--- src/source/amo_consts.svh ---
// Atomic adapter constants

`ifndef AMO_CONSTS_SVH
`define AMO_CONSTS_SVH

`define AMO_ADDR_WIDTH  16
`define AMO_DATA_WIDTH  64
`define AMO_WORD_WIDTH  32
`define AMO_ID_WIDTH    4
`define AMO_WORD_SIZE   3'd2

// Upper two opcode bits, 2'b11 holds swap and compare
`define AMO_KIND_NONE   2'b00
`define AMO_KIND_STORE  2'b01
`define AMO_KIND_LOAD   2'b10

// Lower three opcode bits
`define AMO_OP_ADD      3'd0
`define AMO_OP_CLR      3'd1
`define AMO_OP_EOR      3'd2
`define AMO_OP_SET      3'd3
`define AMO_OP_SMAX     3'd4
`define AMO_OP_SMIN     3'd5
`define AMO_OP_UMAX     3'd6
`define AMO_OP_UMIN     3'd7

`define AMO_SWAP        6'h30

`define AMO_RESP_OKAY   2'd0
`define AMO_RESP_SLVERR 2'd2

`endif
--- src/source/amo_pkg.sv ---
// Atomic adapter types

`default_nettype none

`include "amo_consts.svh"

package amo_pkg;

    // Opcode split into its fields
    typedef struct packed {
        logic [1:0] kind;
        logic       big_endian;
        logic [2:0] op;
    } amo_op_fields_t;

    // Swap is matched on the whole code, the rest on fields
    typedef union packed {
        logic [5:0]     raw;
        amo_op_fields_t f;
    } amo_op_u;

    typedef enum logic [1:0] {
        CLASS_PLAIN,
        CLASS_LOAD,
        CLASS_STORE,
        CLASS_INVALID
    } amo_class_e;

    // Upstream request, amo is zero for plain traffic
    typedef struct packed {
        logic [`AMO_ID_WIDTH-1:0]     id;
        logic [`AMO_ADDR_WIDTH-1:0]   addr;
        logic                         we;
        logic [2:0]                   size;
        amo_op_u                      amo;
        logic [`AMO_DATA_WIDTH-1:0]   data;
        logic [`AMO_DATA_WIDTH/8-1:0] strb;
    } amo_req_t;

    typedef struct packed {
        logic [`AMO_ID_WIDTH-1:0]   id;
        logic [`AMO_DATA_WIDTH-1:0] data;
        logic [1:0]                 resp;
    } amo_rsp_t;

    typedef struct packed {
        logic                         we;
        logic [`AMO_ADDR_WIDTH-1:0]   addr;
        logic [`AMO_DATA_WIDTH-1:0]   data;
        logic [`AMO_DATA_WIDTH/8-1:0] strb;
    } mem_req_t;

endpackage

`default_nettype wire

--- src/source/amo_adapter.sv ---
// Atomic memory operation adapter

`default_nettype none

`include "amo_consts.svh"

module amo_adapter
    import amo_pkg::*;
(
    input  logic                       clk_i,
    input  logic                       rst_ni,

    input  amo_req_t                   req_i,
    input  logic                       req_valid_i,
    output logic                       req_ready_o,

    output amo_rsp_t                   rsp_o,
    output logic                       rsp_valid_o,
    input  logic                       rsp_ready_i,

    output mem_req_t                   mem_req_o,
    output logic                       mem_req_valid_o,
    input  logic                       mem_req_ready_i,
    input  logic [`AMO_DATA_WIDTH-1:0] mem_rdata_i,
    input  logic                       mem_rvalid_i
);

    amo_class_e                 req_class;
    amo_req_t                   alu_req;
    logic [`AMO_DATA_WIDTH-1:0] alu_old;
    logic [`AMO_DATA_WIDTH-1:0] alu_result;

    amo_decoder decoder_i (
        .req_i   (req_i),
        .class_o (req_class)
    );

    amo_sequencer sequencer_i (
        .clk_i           (clk_i),
        .rst_ni          (rst_ni),
        .req_i           (req_i),
        .req_valid_i     (req_valid_i),
        .req_ready_o     (req_ready_o),
        .class_i         (req_class),
        .rsp_o           (rsp_o),
        .rsp_valid_o     (rsp_valid_o),
        .rsp_ready_i     (rsp_ready_i),
        .mem_req_o       (mem_req_o),
        .mem_req_valid_o (mem_req_valid_o),
        .mem_req_ready_i (mem_req_ready_i),
        .mem_rdata_i     (mem_rdata_i),
        .mem_rvalid_i    (mem_rvalid_i),
        .alu_req_o       (alu_req),
        .alu_old_o       (alu_old),
        .alu_result_i    (alu_result)
    );

    amo_alu alu_i (
        .amo_i     (alu_req.amo),
        .addr_i    (alu_req.addr),
        .old_i     (alu_old),
        .operand_i (alu_req.data),
        .strb_i    (alu_req.strb),
        .result_o  (alu_result)
    );

endmodule

`default_nettype wire

--- src/source/amo_sequencer.sv ---
// Transaction sequencer

`default_nettype none

`include "amo_consts.svh"

module amo_sequencer
    import amo_pkg::*;
(
    input  logic                       clk_i,
    input  logic                       rst_ni,

    input  amo_req_t                   req_i,
    input  logic                       req_valid_i,
    output logic                       req_ready_o,
    input  amo_class_e                 class_i,

    output amo_rsp_t                   rsp_o,
    output logic                       rsp_valid_o,
    input  logic                       rsp_ready_i,

    output mem_req_t                   mem_req_o,
    output logic                       mem_req_valid_o,
    input  logic                       mem_req_ready_i,
    input  logic [`AMO_DATA_WIDTH-1:0] mem_rdata_i,
    input  logic                       mem_rvalid_i,

    output amo_req_t                   alu_req_o,
    output logic [`AMO_DATA_WIDTH-1:0] alu_old_o,
    input  logic [`AMO_DATA_WIDTH-1:0] alu_result_i
);

    typedef enum logic [2:0] {
        IDLE,
        READ_REQ,
        READ_WAIT,
        WRITE_REQ,
        RESPOND
    } state_e;

    state_e                     state_q, state_d;
    amo_class_e                 class_q;
    amo_req_t                   req_q;
    logic [`AMO_DATA_WIDTH-1:0] rdata_q;
    logic                       accept;

    assign req_ready_o = (state_q == IDLE);
    assign accept      = req_valid_i && req_ready_o;

    always_comb begin
        state_d = state_q;
        case (state_q)
            IDLE: begin
                if (accept) begin
                    if (class_i == CLASS_INVALID) begin
                        // Never touches memory
                        state_d = RESPOND;
                    end else if (class_i == CLASS_PLAIN && req_i.we) begin
                        state_d = WRITE_REQ;
                    end else begin
                        state_d = READ_REQ;
                    end
                end
            end
            READ_REQ: begin
                if (mem_req_ready_i) begin
                    state_d = READ_WAIT;
                end
            end
            READ_WAIT: begin
                if (mem_rvalid_i) begin
                    state_d = (class_q == CLASS_PLAIN) ? RESPOND : WRITE_REQ;
                end
            end
            WRITE_REQ: begin
                if (mem_req_ready_i) begin
                    state_d = RESPOND;
                end
            end
            RESPOND: begin
                if (rsp_ready_i) begin
                    state_d = IDLE;
                end
            end
            default: state_d = IDLE;
        endcase
    end

    always_ff @(posedge clk_i or negedge rst_ni) begin
        if (!rst_ni) begin
            state_q <= IDLE;
            class_q <= CLASS_PLAIN;
        end else begin
            state_q <= state_d;
            if (accept) begin
                class_q <= class_i;
            end
        end
    end

    always_ff @(posedge clk_i) begin
        if (accept) begin
            req_q <= req_i;
        end
        if (state_q == READ_WAIT && mem_rvalid_i) begin
            rdata_q <= mem_rdata_i;
        end
    end

    // Write data comes from the ALU for atomics
    assign mem_req_valid_o = (state_q == READ_REQ) || (state_q == WRITE_REQ);
    assign mem_req_o.we    = (state_q == WRITE_REQ);
    assign mem_req_o.addr  = req_q.addr;
    assign mem_req_o.data  = (class_q == CLASS_PLAIN) ? req_q.data : alu_result_i;
    assign mem_req_o.strb  = req_q.strb;

    assign alu_req_o = req_q;
    assign alu_old_o = rdata_q;

    // Response built from registered state only
    assign rsp_valid_o = (state_q == RESPOND);

    always_comb begin
        rsp_o.id   = req_q.id;
        rsp_o.resp = `AMO_RESP_OKAY;
        case (class_q)
            CLASS_INVALID: begin
                rsp_o.data = '1;
                rsp_o.resp = `AMO_RESP_SLVERR;
            end
            CLASS_STORE: rsp_o.data = '0;
            CLASS_LOAD:  rsp_o.data = rdata_q;
            default:     rsp_o.data = req_q.we ? '0 : rdata_q;
        endcase
    end

    mem_req_stable_a : assert property (@(posedge clk_i) disable iff (!rst_ni)
        mem_req_valid_o && !mem_req_ready_i |=> mem_req_valid_o && $stable(mem_req_o));

    rsp_stable_a : assert property (@(posedge clk_i) disable iff (!rst_ni)
        rsp_valid_o && !rsp_ready_i |=> rsp_valid_o && $stable(rsp_o));

    // Read data only returns for the one read in flight
    rvalid_in_wait_a : assert property (@(posedge clk_i) disable iff (!rst_ni)
        mem_rvalid_i |-> state_q == READ_WAIT);

endmodule

`default_nettype wire

--- src/source/amo_alu.sv ---
// Atomic ALU on one 32-bit lane

`default_nettype none

`include "amo_consts.svh"

module amo_alu
    import amo_pkg::*;
(
    input  amo_op_u                      amo_i,
    input  logic [`AMO_ADDR_WIDTH-1:0]   addr_i,
    input  logic [`AMO_DATA_WIDTH-1:0]   old_i,
    input  logic [`AMO_DATA_WIDTH-1:0]   operand_i,
    input  logic [`AMO_DATA_WIDTH/8-1:0] strb_i,
    output logic [`AMO_DATA_WIDTH-1:0]   result_o
);

    logic [`AMO_DATA_WIDTH-1:0] strb_ext;
    logic [`AMO_DATA_WIDTH-1:0] old_masked;
    logic [`AMO_DATA_WIDTH-1:0] opd_masked;
    logic [`AMO_WORD_WIDTH-1:0] op_a;
    logic [`AMO_WORD_WIDTH-1:0] op_b;
    logic [`AMO_WORD_WIDTH-1:0] res;
    logic                       lane;

    // Byte strobes to a bit mask
    always_comb begin
        for (int i = 0; i < `AMO_DATA_WIDTH/8; i++) begin
            strb_ext[8*i +: 8] = {8{strb_i[i]}};
        end
    end

    assign old_masked = old_i & strb_ext;
    assign opd_masked = operand_i & strb_ext;

    // Bit 2 selects the upper or lower word of the 64-bit beat
    assign lane = addr_i[2];
    assign op_a = lane ? old_masked[`AMO_DATA_WIDTH-1 -: `AMO_WORD_WIDTH]
                       : old_masked[`AMO_WORD_WIDTH-1:0];
    assign op_b = lane ? opd_masked[`AMO_DATA_WIDTH-1 -: `AMO_WORD_WIDTH]
                       : opd_masked[`AMO_WORD_WIDTH-1:0];

    always_comb begin
        // Swap shares op 0 with add, so it is checked first
        res = op_b;
        if (amo_i.raw != `AMO_SWAP) begin
            case (amo_i.f.op)
                `AMO_OP_ADD:  res = op_a + op_b;
                `AMO_OP_CLR:  res = op_a & ~op_b;
                `AMO_OP_EOR:  res = op_a ^ op_b;
                `AMO_OP_SET:  res = op_a | op_b;
                `AMO_OP_SMAX: res = ($signed(op_a) > $signed(op_b)) ? op_a : op_b;
                `AMO_OP_SMIN: res = ($signed(op_a) < $signed(op_b)) ? op_a : op_b;
                `AMO_OP_UMAX: res = (op_a > op_b) ? op_a : op_b;
                `AMO_OP_UMIN: res = (op_a < op_b) ? op_a : op_b;
                default:      res = op_b;
            endcase
        end
    end

    // Other lane stays zero, strobes keep it out of memory
    assign result_o = lane ? {res, {`AMO_WORD_WIDTH{1'b0}}}
                           : {{`AMO_WORD_WIDTH{1'b0}}, res};

endmodule

`default_nettype wire

--- src/source/amo_decoder.sv ---
// Request classifier

`default_nettype none

`include "amo_consts.svh"

module amo_decoder
    import amo_pkg::*;
(
    input  amo_req_t   req_i,
    output amo_class_e class_o
);

    always_comb begin
        case (req_i.amo.f.kind)
            `AMO_KIND_NONE: begin
                // Any stray low bits without a kind are rejected
                class_o = (req_i.amo.raw == '0) ? CLASS_PLAIN : CLASS_INVALID;
            end
            `AMO_KIND_LOAD: begin
                class_o = req_i.amo.f.big_endian ? CLASS_INVALID : CLASS_LOAD;
            end
            `AMO_KIND_STORE: begin
                class_o = req_i.amo.f.big_endian ? CLASS_INVALID : CLASS_STORE;
            end
            default: begin
                // Swap returns the old word like a load, compare is unsupported
                class_o = (req_i.amo.raw == `AMO_SWAP) ? CLASS_LOAD : CLASS_INVALID;
            end
        endcase

        // Atomics must be 32-bit writes
        if (req_i.amo.raw != '0) begin
            if (!req_i.we || req_i.size != `AMO_WORD_SIZE) begin
                class_o = CLASS_INVALID;
            end
        end
    end

endmodule

`default_nettype wire

--- config.mk ---
export PLATFORM = sky130hd
export DESIGN_NAME = amo_adapter
export DESIGN_NICKNAME = d
export VERILOG_FILES = /design/src/source/amo_pkg.sv /design/src/source/amo_adapter.sv /design/src/source/amo_sequencer.sv /design/src/source/amo_alu.sv /design/src/source/amo_decoder.sv
export VERILOG_INCLUDE_DIRS = /design/src /design/src/source
export SDC_FILE = /design/constraint.sdc
export NUM_CORES = 1
export LEC_CHECK = 0
export ABC_CLOCK_PERIOD_IN_PS = 8200
export BUFFER_PORTS_ARGS = -buffer_cell sky130_fd_sc_hd__buf_2
export CAP_MARGIN = 20
export CORE_MARGIN = 8
export CORE_UTILIZATION = 54
export CTS_CLUSTER_SIZE = 12
export DETAILED_ROUTE_END_ITERATION = 16
export PLACE_DENSITY_LB_ADDON = 0.1
export SETUP_SLACK_MARGIN = 0.02
export SLEW_MARGIN = 20
export SYNTH_ARGS = -nofsm -noshare
export SYNTH_HDL_FRONTEND = slang
export SYNTH_SLANG_ARGS = --single-unit
export TNS_END_PERCENT = 1
--- constraint.sdc ---
create_clock -name clk_i -period 8.2 [get_ports clk_i]
set_input_delay 0.82 -clock clk_i [delete_from_list [all_inputs] [get_ports clk_i]]
set_output_delay 0.82 -clock clk_i [all_outputs]
set_load 0.02 [all_outputs]
* Word-level counts from Yosys, hierarchy flattened
Index checks and enable logic that the tools add are counted.
** Operators by class
- Eq/ne operators :: 25
- $add $sub $neg :: 1
- Multiplexer cells :: 29
- Reductions and logical operators :: 14
- Bitwise operators :: 6
- Magnitude comparators :: 4
** Operators with widths (number)
- 32-bit one-hot mux with 8 select lines :: 1
- 32-bit two-way mux :: 7
- 64-bit two-way mux :: 3
- 64-bit one-hot mux with 3 select lines :: 1
- 64-bit AND :: 2
- 32-bit > comparator :: 2
- 32-bit less-than comparator :: 2
- 32-bit adder :: 1
- 32-bit AND :: 1
- 32-bit NOT :: 1
- 32-bit OR :: 1
- 32-bit bitwise XOR :: 1
- 3-bit two-way mux :: 7
- 3-bit equality test, second input constant :: 5
- 3-bit one-hot mux with 5 select lines :: 1
- 2-bit two-way mux :: 7
- 3-bit by 2-bit equality test with 1-bit output, second input constant :: 4
- 2-bit equality test, second input constant :: 4
- 3-bit by 1-bit equality test with 1-bit output, second input constant :: 2
- 6-bit equality test, second input constant :: 1
- 2-bit logical NOT :: 3
- 3-bit logical NOT :: 2
- 6-bit logical NOT :: 1
- 2-bit inequality test, second input constant :: 3
- 11 further kinds :: 16
** Storage, ports and cells
- Input bits :: 172
- Register bits after elaboration :: 168

* Longest topological paths before layout
- Word-level depth :: 11
- Gate-level depth with buffers :: 21
- Mapped depth without buffers :: 15

* Modules after synthesis
Synthesis repeated with hierarchy kept, for this count alone.
** Unflattened totals
- Cell total of the unflattened synthesis :: 1325
- Area total of the unflattened synthesis :: 13177.6 µm²
** Modules (own cells, without submodules)
- amo_sequencer :: instances 1, seq. area each 5109.9 µm², cells an instance 384, area each 7121.8 µm²
- amo_alu :: instances 1, seq. area each 0.0 µm², cells an instance 932, area each 5998.3 µm²
- amo_decoder :: instances 1, seq. area each 0.0 µm², cells an instance 9, area each 57.6 µm²

* Least setup slack after synthesis
No wires, ideal clock.
- Path type :: input to register
- From :: in mem_rvalid_i
- To :: reg sequencer_i.rdata_q[0] (netlist: sequencer_i.alu_old_o[0]) (enable)
- Required time :: 7553 ps
- Data arrival time :: 6945 ps
- Cell stages on the path :: 1
- Setup slack :: 608 ps
- Setup time :: 647 ps
- Path through :: nor4bb_1
** On the way
- Longest elaborated chain between the ends :: 1
** Ends and longest elaborated chain
- start, declared :: RTL line amo_adapter.sv:25 : input logic mem_rvalid_i
- 1-bit logical AND :: RTL line amo_sequencer.sv:105 : if (state_q == READ_WAIT && mem_rvalid_i) begin
- end signal, assigned :: RTL line amo_sequencer.sv:106 : rdata_q <= mem_rdata_i;
- end, declared :: RTL line amo_sequencer.sv:44 : logic [`AMO_DATA_WIDTH-1:0] rdata_q;
No other way between the ends.
A chain may end at the register's enable or synchronous reset.

==> impl_metrics.ini <==
[logic_synthesis]
synth_compound_area_share_pct = 28.9
mappedNetlistArea_um2 = 12500
avgSynthCellArea_um2 = 9.40
synth.top_cells.by_area = edfxtp_1, ha_1, a21oi_1
synth.most_common_cell = edfxtp_1
ys_seq_area_share_pct = 40.3
synth_fa_ha_area_share_pct = 9.80
ys_ff_latch = 168
ys_types = 82
netlist_instances = 1326
synth_top_area_share_pct = 39.3
synth-warning-count = 0
synth_top_cell_by_area = edfxtp_1
synth_top_family_by_area = compound AO/OA/AOI/OAI gates
synthTopCellsByCount = edfxtp_1, a21oi_1, o21ai_0, ha_1, nand2_1
syn_nets = 1595
synth_simple_gate_area_share_pct = 10.9
yosys.area_share.xor_xnor_pct = 1.97
synth_edf_count = 163
synth_ff_type = edfxtp_1
synthMuxAreaShare_pct = 0.412
ys_async_sr_fraction_pct = 2.98

[clock_tree]
insertion_delay_ns = 0.45
cts-resized-gates = 0
root_buffer = clkbuf_16
clkSlewWorstSetupHoldPaths_ns = 0.08
clock_path_buffers = 2
htreeDepth = 4
cts_tree = yes
cts.sinks = 168
postCtsSetupBuffers = 0
hold_buffers = 0
cts_buffers = 17

[place]
post-dp-hpwl_um = 31300
gp_congestion = 0.992
portBuffers = 332
dpl_cell_area_um2 = 14000
pre_cts_ws_ns = 1.41
dp_cells = 1832

[grt]
first_global_vias = 11600
antenna_found_initial = 1
grt_start_max_net_pins = 70
grt_pass1_wl_um = 65400
grtUsageMet3_pct = 6.88
use_met2_pct = 49.2
grt_overflow_total = 0
grtUsageTotal_pct = 29.4
grt_busiest_layer = met2
grt_use_met1_pct = 36.7

[setup_path]
r2r_slack_ns = 5.59
critPathRequiredTime_ns = 7.38
r2r_cells = 9
cp-start-kind = flip-flop
worstPathArrival_ns = 6.67
rr_startpoint = sequencer_i.class_q[1]
path_class = flip-flop to primary output
reg2reg_to = sequencer_i.state_q[0]
cp_max_fo = 16
crit_path_end_kind = primary output

[sta]
fmax_mhz = 134
hold_viol_final = 0
finalSetupTns_ns = 0
rsz0062_at_grt = false
worst_slack_ns = 0.714
fin_crit_ns = 7.49
tightest_slew_ns = 1.19
drv_slew = 0
relSlewSlack_pct = 20.4
fin_crit_sh_pct = 91.3
setup_viol = 0
finalClockSkew_ns = 0.0140

[layout]
stdcell_area_um2 = 14600
filler_cell_count = 1971
layout-area-overhead-vs-synth_pct = 17.3
layout-drive-gt1-share_pct = 26.9
nNetsFinal = 1835
final_util_pct = 64.5
final_cells = 1865

[pwr]
internal-power_w = 0.00251
leakage_nw = 6.16
p_sw_w = 0.00246
ir_drop_v = 0.000195
powerDensity_nw_per_um2 = 340
pwr-share-seq_pct = 24.8
switching_share_pct = 49.5
clkPwrFrac_pct = 16.5
p_comb_share_pct = 58.8

[floorplan]
io_pins = 334
die_w_um = 168
initial_core_util_pct = 55.0
num_rows = 55
core_area_um2 = 22600
dieArea_um2 = 28200
die_h_um = 168

[detailed_routing]
num_vias = 11600
wire_per_inst_um = 23.3
wirelength_um = 43500
dr.pass1.iters = 6
detail-route-antenna-nets = 0
drt_iter0_drc = 1049
via_per_inst = 6.20
drc = 0

[run]
cap_violations = 0

[hold_path]
hold_class = input pin to asynchronous set/reset pin

[run_status]
status = finished clean
## layout make-up
class                      count  area (um^2)  share of cell area [%]
antenna                        1         2.50                  0.0171
clock buffer                  18          429                    2.94
tap                          285          357                    2.44
inverter                      83          314                    2.15
clock inverter                14          159                    1.09
sequential                   168         5020                    34.4
multi-input combinational    945         6520                    44.6
timing repair buffer         351         1820                    12.4
## state kept, by name, summed over array words and instances, names as in the netlist
name                   count
sequencer_i.state_q        3
sequencer_i.alu_old_o     64
sequencer_i.class_q        2
sequencer_i.alu_req_o     99
## cells in the final DEF, fill, tap and decap left out, types with 14 or more instances in the layout
cell type / synthesis / layout
a21oi_1: 127 / 127
a22o_1: 49 / 49
a22oi_1: 30 / 30
buf_2: 15 / 332
buf_4: 31 / 18
clkbuf_16: 0 / 17
edfxtp_1: 163 / 163
ha_1: 96 / 96
inv_1: 81 / 80
nand2_1: 94 / 94
nand3_1: 14 / 14
nor2_1: 89 / 87
nor2b_1: 14 / 14
nor3_1: 25 / 25
o21a_1: 67 / 67
o21ai_0: 108 / 108
o31ai_1: 14 / 14
xnor2_1: 19 / 19
## power by group through the flow
stage	clock network, W	logic (W)	registers, W
floorplan	0	0.00209	0.00121
global placement	0	0.00284	0.00124
detailed placement	0	0.00286	0.00125
CTS	0.000819	0.00288	0.00123
global route	0.000843	0.00313	0.00124
finish	0.000818	0.00292	0.00123
## worst max-delay path: stages, from the launching register on
cell,delay (ns)
edfxtp_1,0.68
and2_1,0.47
a22oi_1,0.58
inv_1,0.10
ha_1,0.41
nor4_2,0.43
nand4_1,0.25
or4_1,0.69
or2_0,0.27
o211ai_1,0.10
a21o_1,0.33
or2_1,0.96
a21oi_1,0.07
o22a_1,0.24
o31ai_1,0.37
buf_2,0.24
## worst max-delay path by stage
stage,startpoint,to,slack [ns]
2_1_floorplan,mem_rvalid_i,sequencer_i.alu_old_o[0],0.61
3_3_place_gp,sequencer_i.alu_req_o[84],mem_req_o[29],1.51
3_5_place_dp,sequencer_i.alu_req_o[84],mem_req_o[29],1.41
4_1_cts,sequencer_i.alu_req_o[84],mem_req_o[29],0.86
5_1_grt,sequencer_i.alu_req_o[84],mem_req_o[29],0.47
6_report,sequencer_i.alu_req_o[84],mem_req_o[29],0.71
## layer usage
| layer | part of all wire, % | wire length (um) |
|---|---|---|
| met2 | 47 | 20600 |
| met5 | 0 | 0 |
| met4 | 3.2 | 1390 |
| met3 | 8.9 | 3860 |
| met1 | 41 | 17600 |
## through the flow
stage | power (W) | hold WS [ns]
after floorplan | 0.00330 | 0.524
after global placement | 0.00409 | 0.642
after detailed placement | 0.00411 | 0.649
after CTS | 0.00493 | 0.179
after global routing | 0.00522 | 0.182
final | 0.00497 | 0.173
## cell families after synthesis
family,Yosys count
AO/OA/AOI/OAI,524
XOR/XNOR,28
adder cells (fa/ha/maj),97
buffers and inverters,213
flip-flops,168
multiplexers,5
other,1
AND/OR/NAND/NOR,290
No activity file was read; power rests on OpenSTA's default activity.
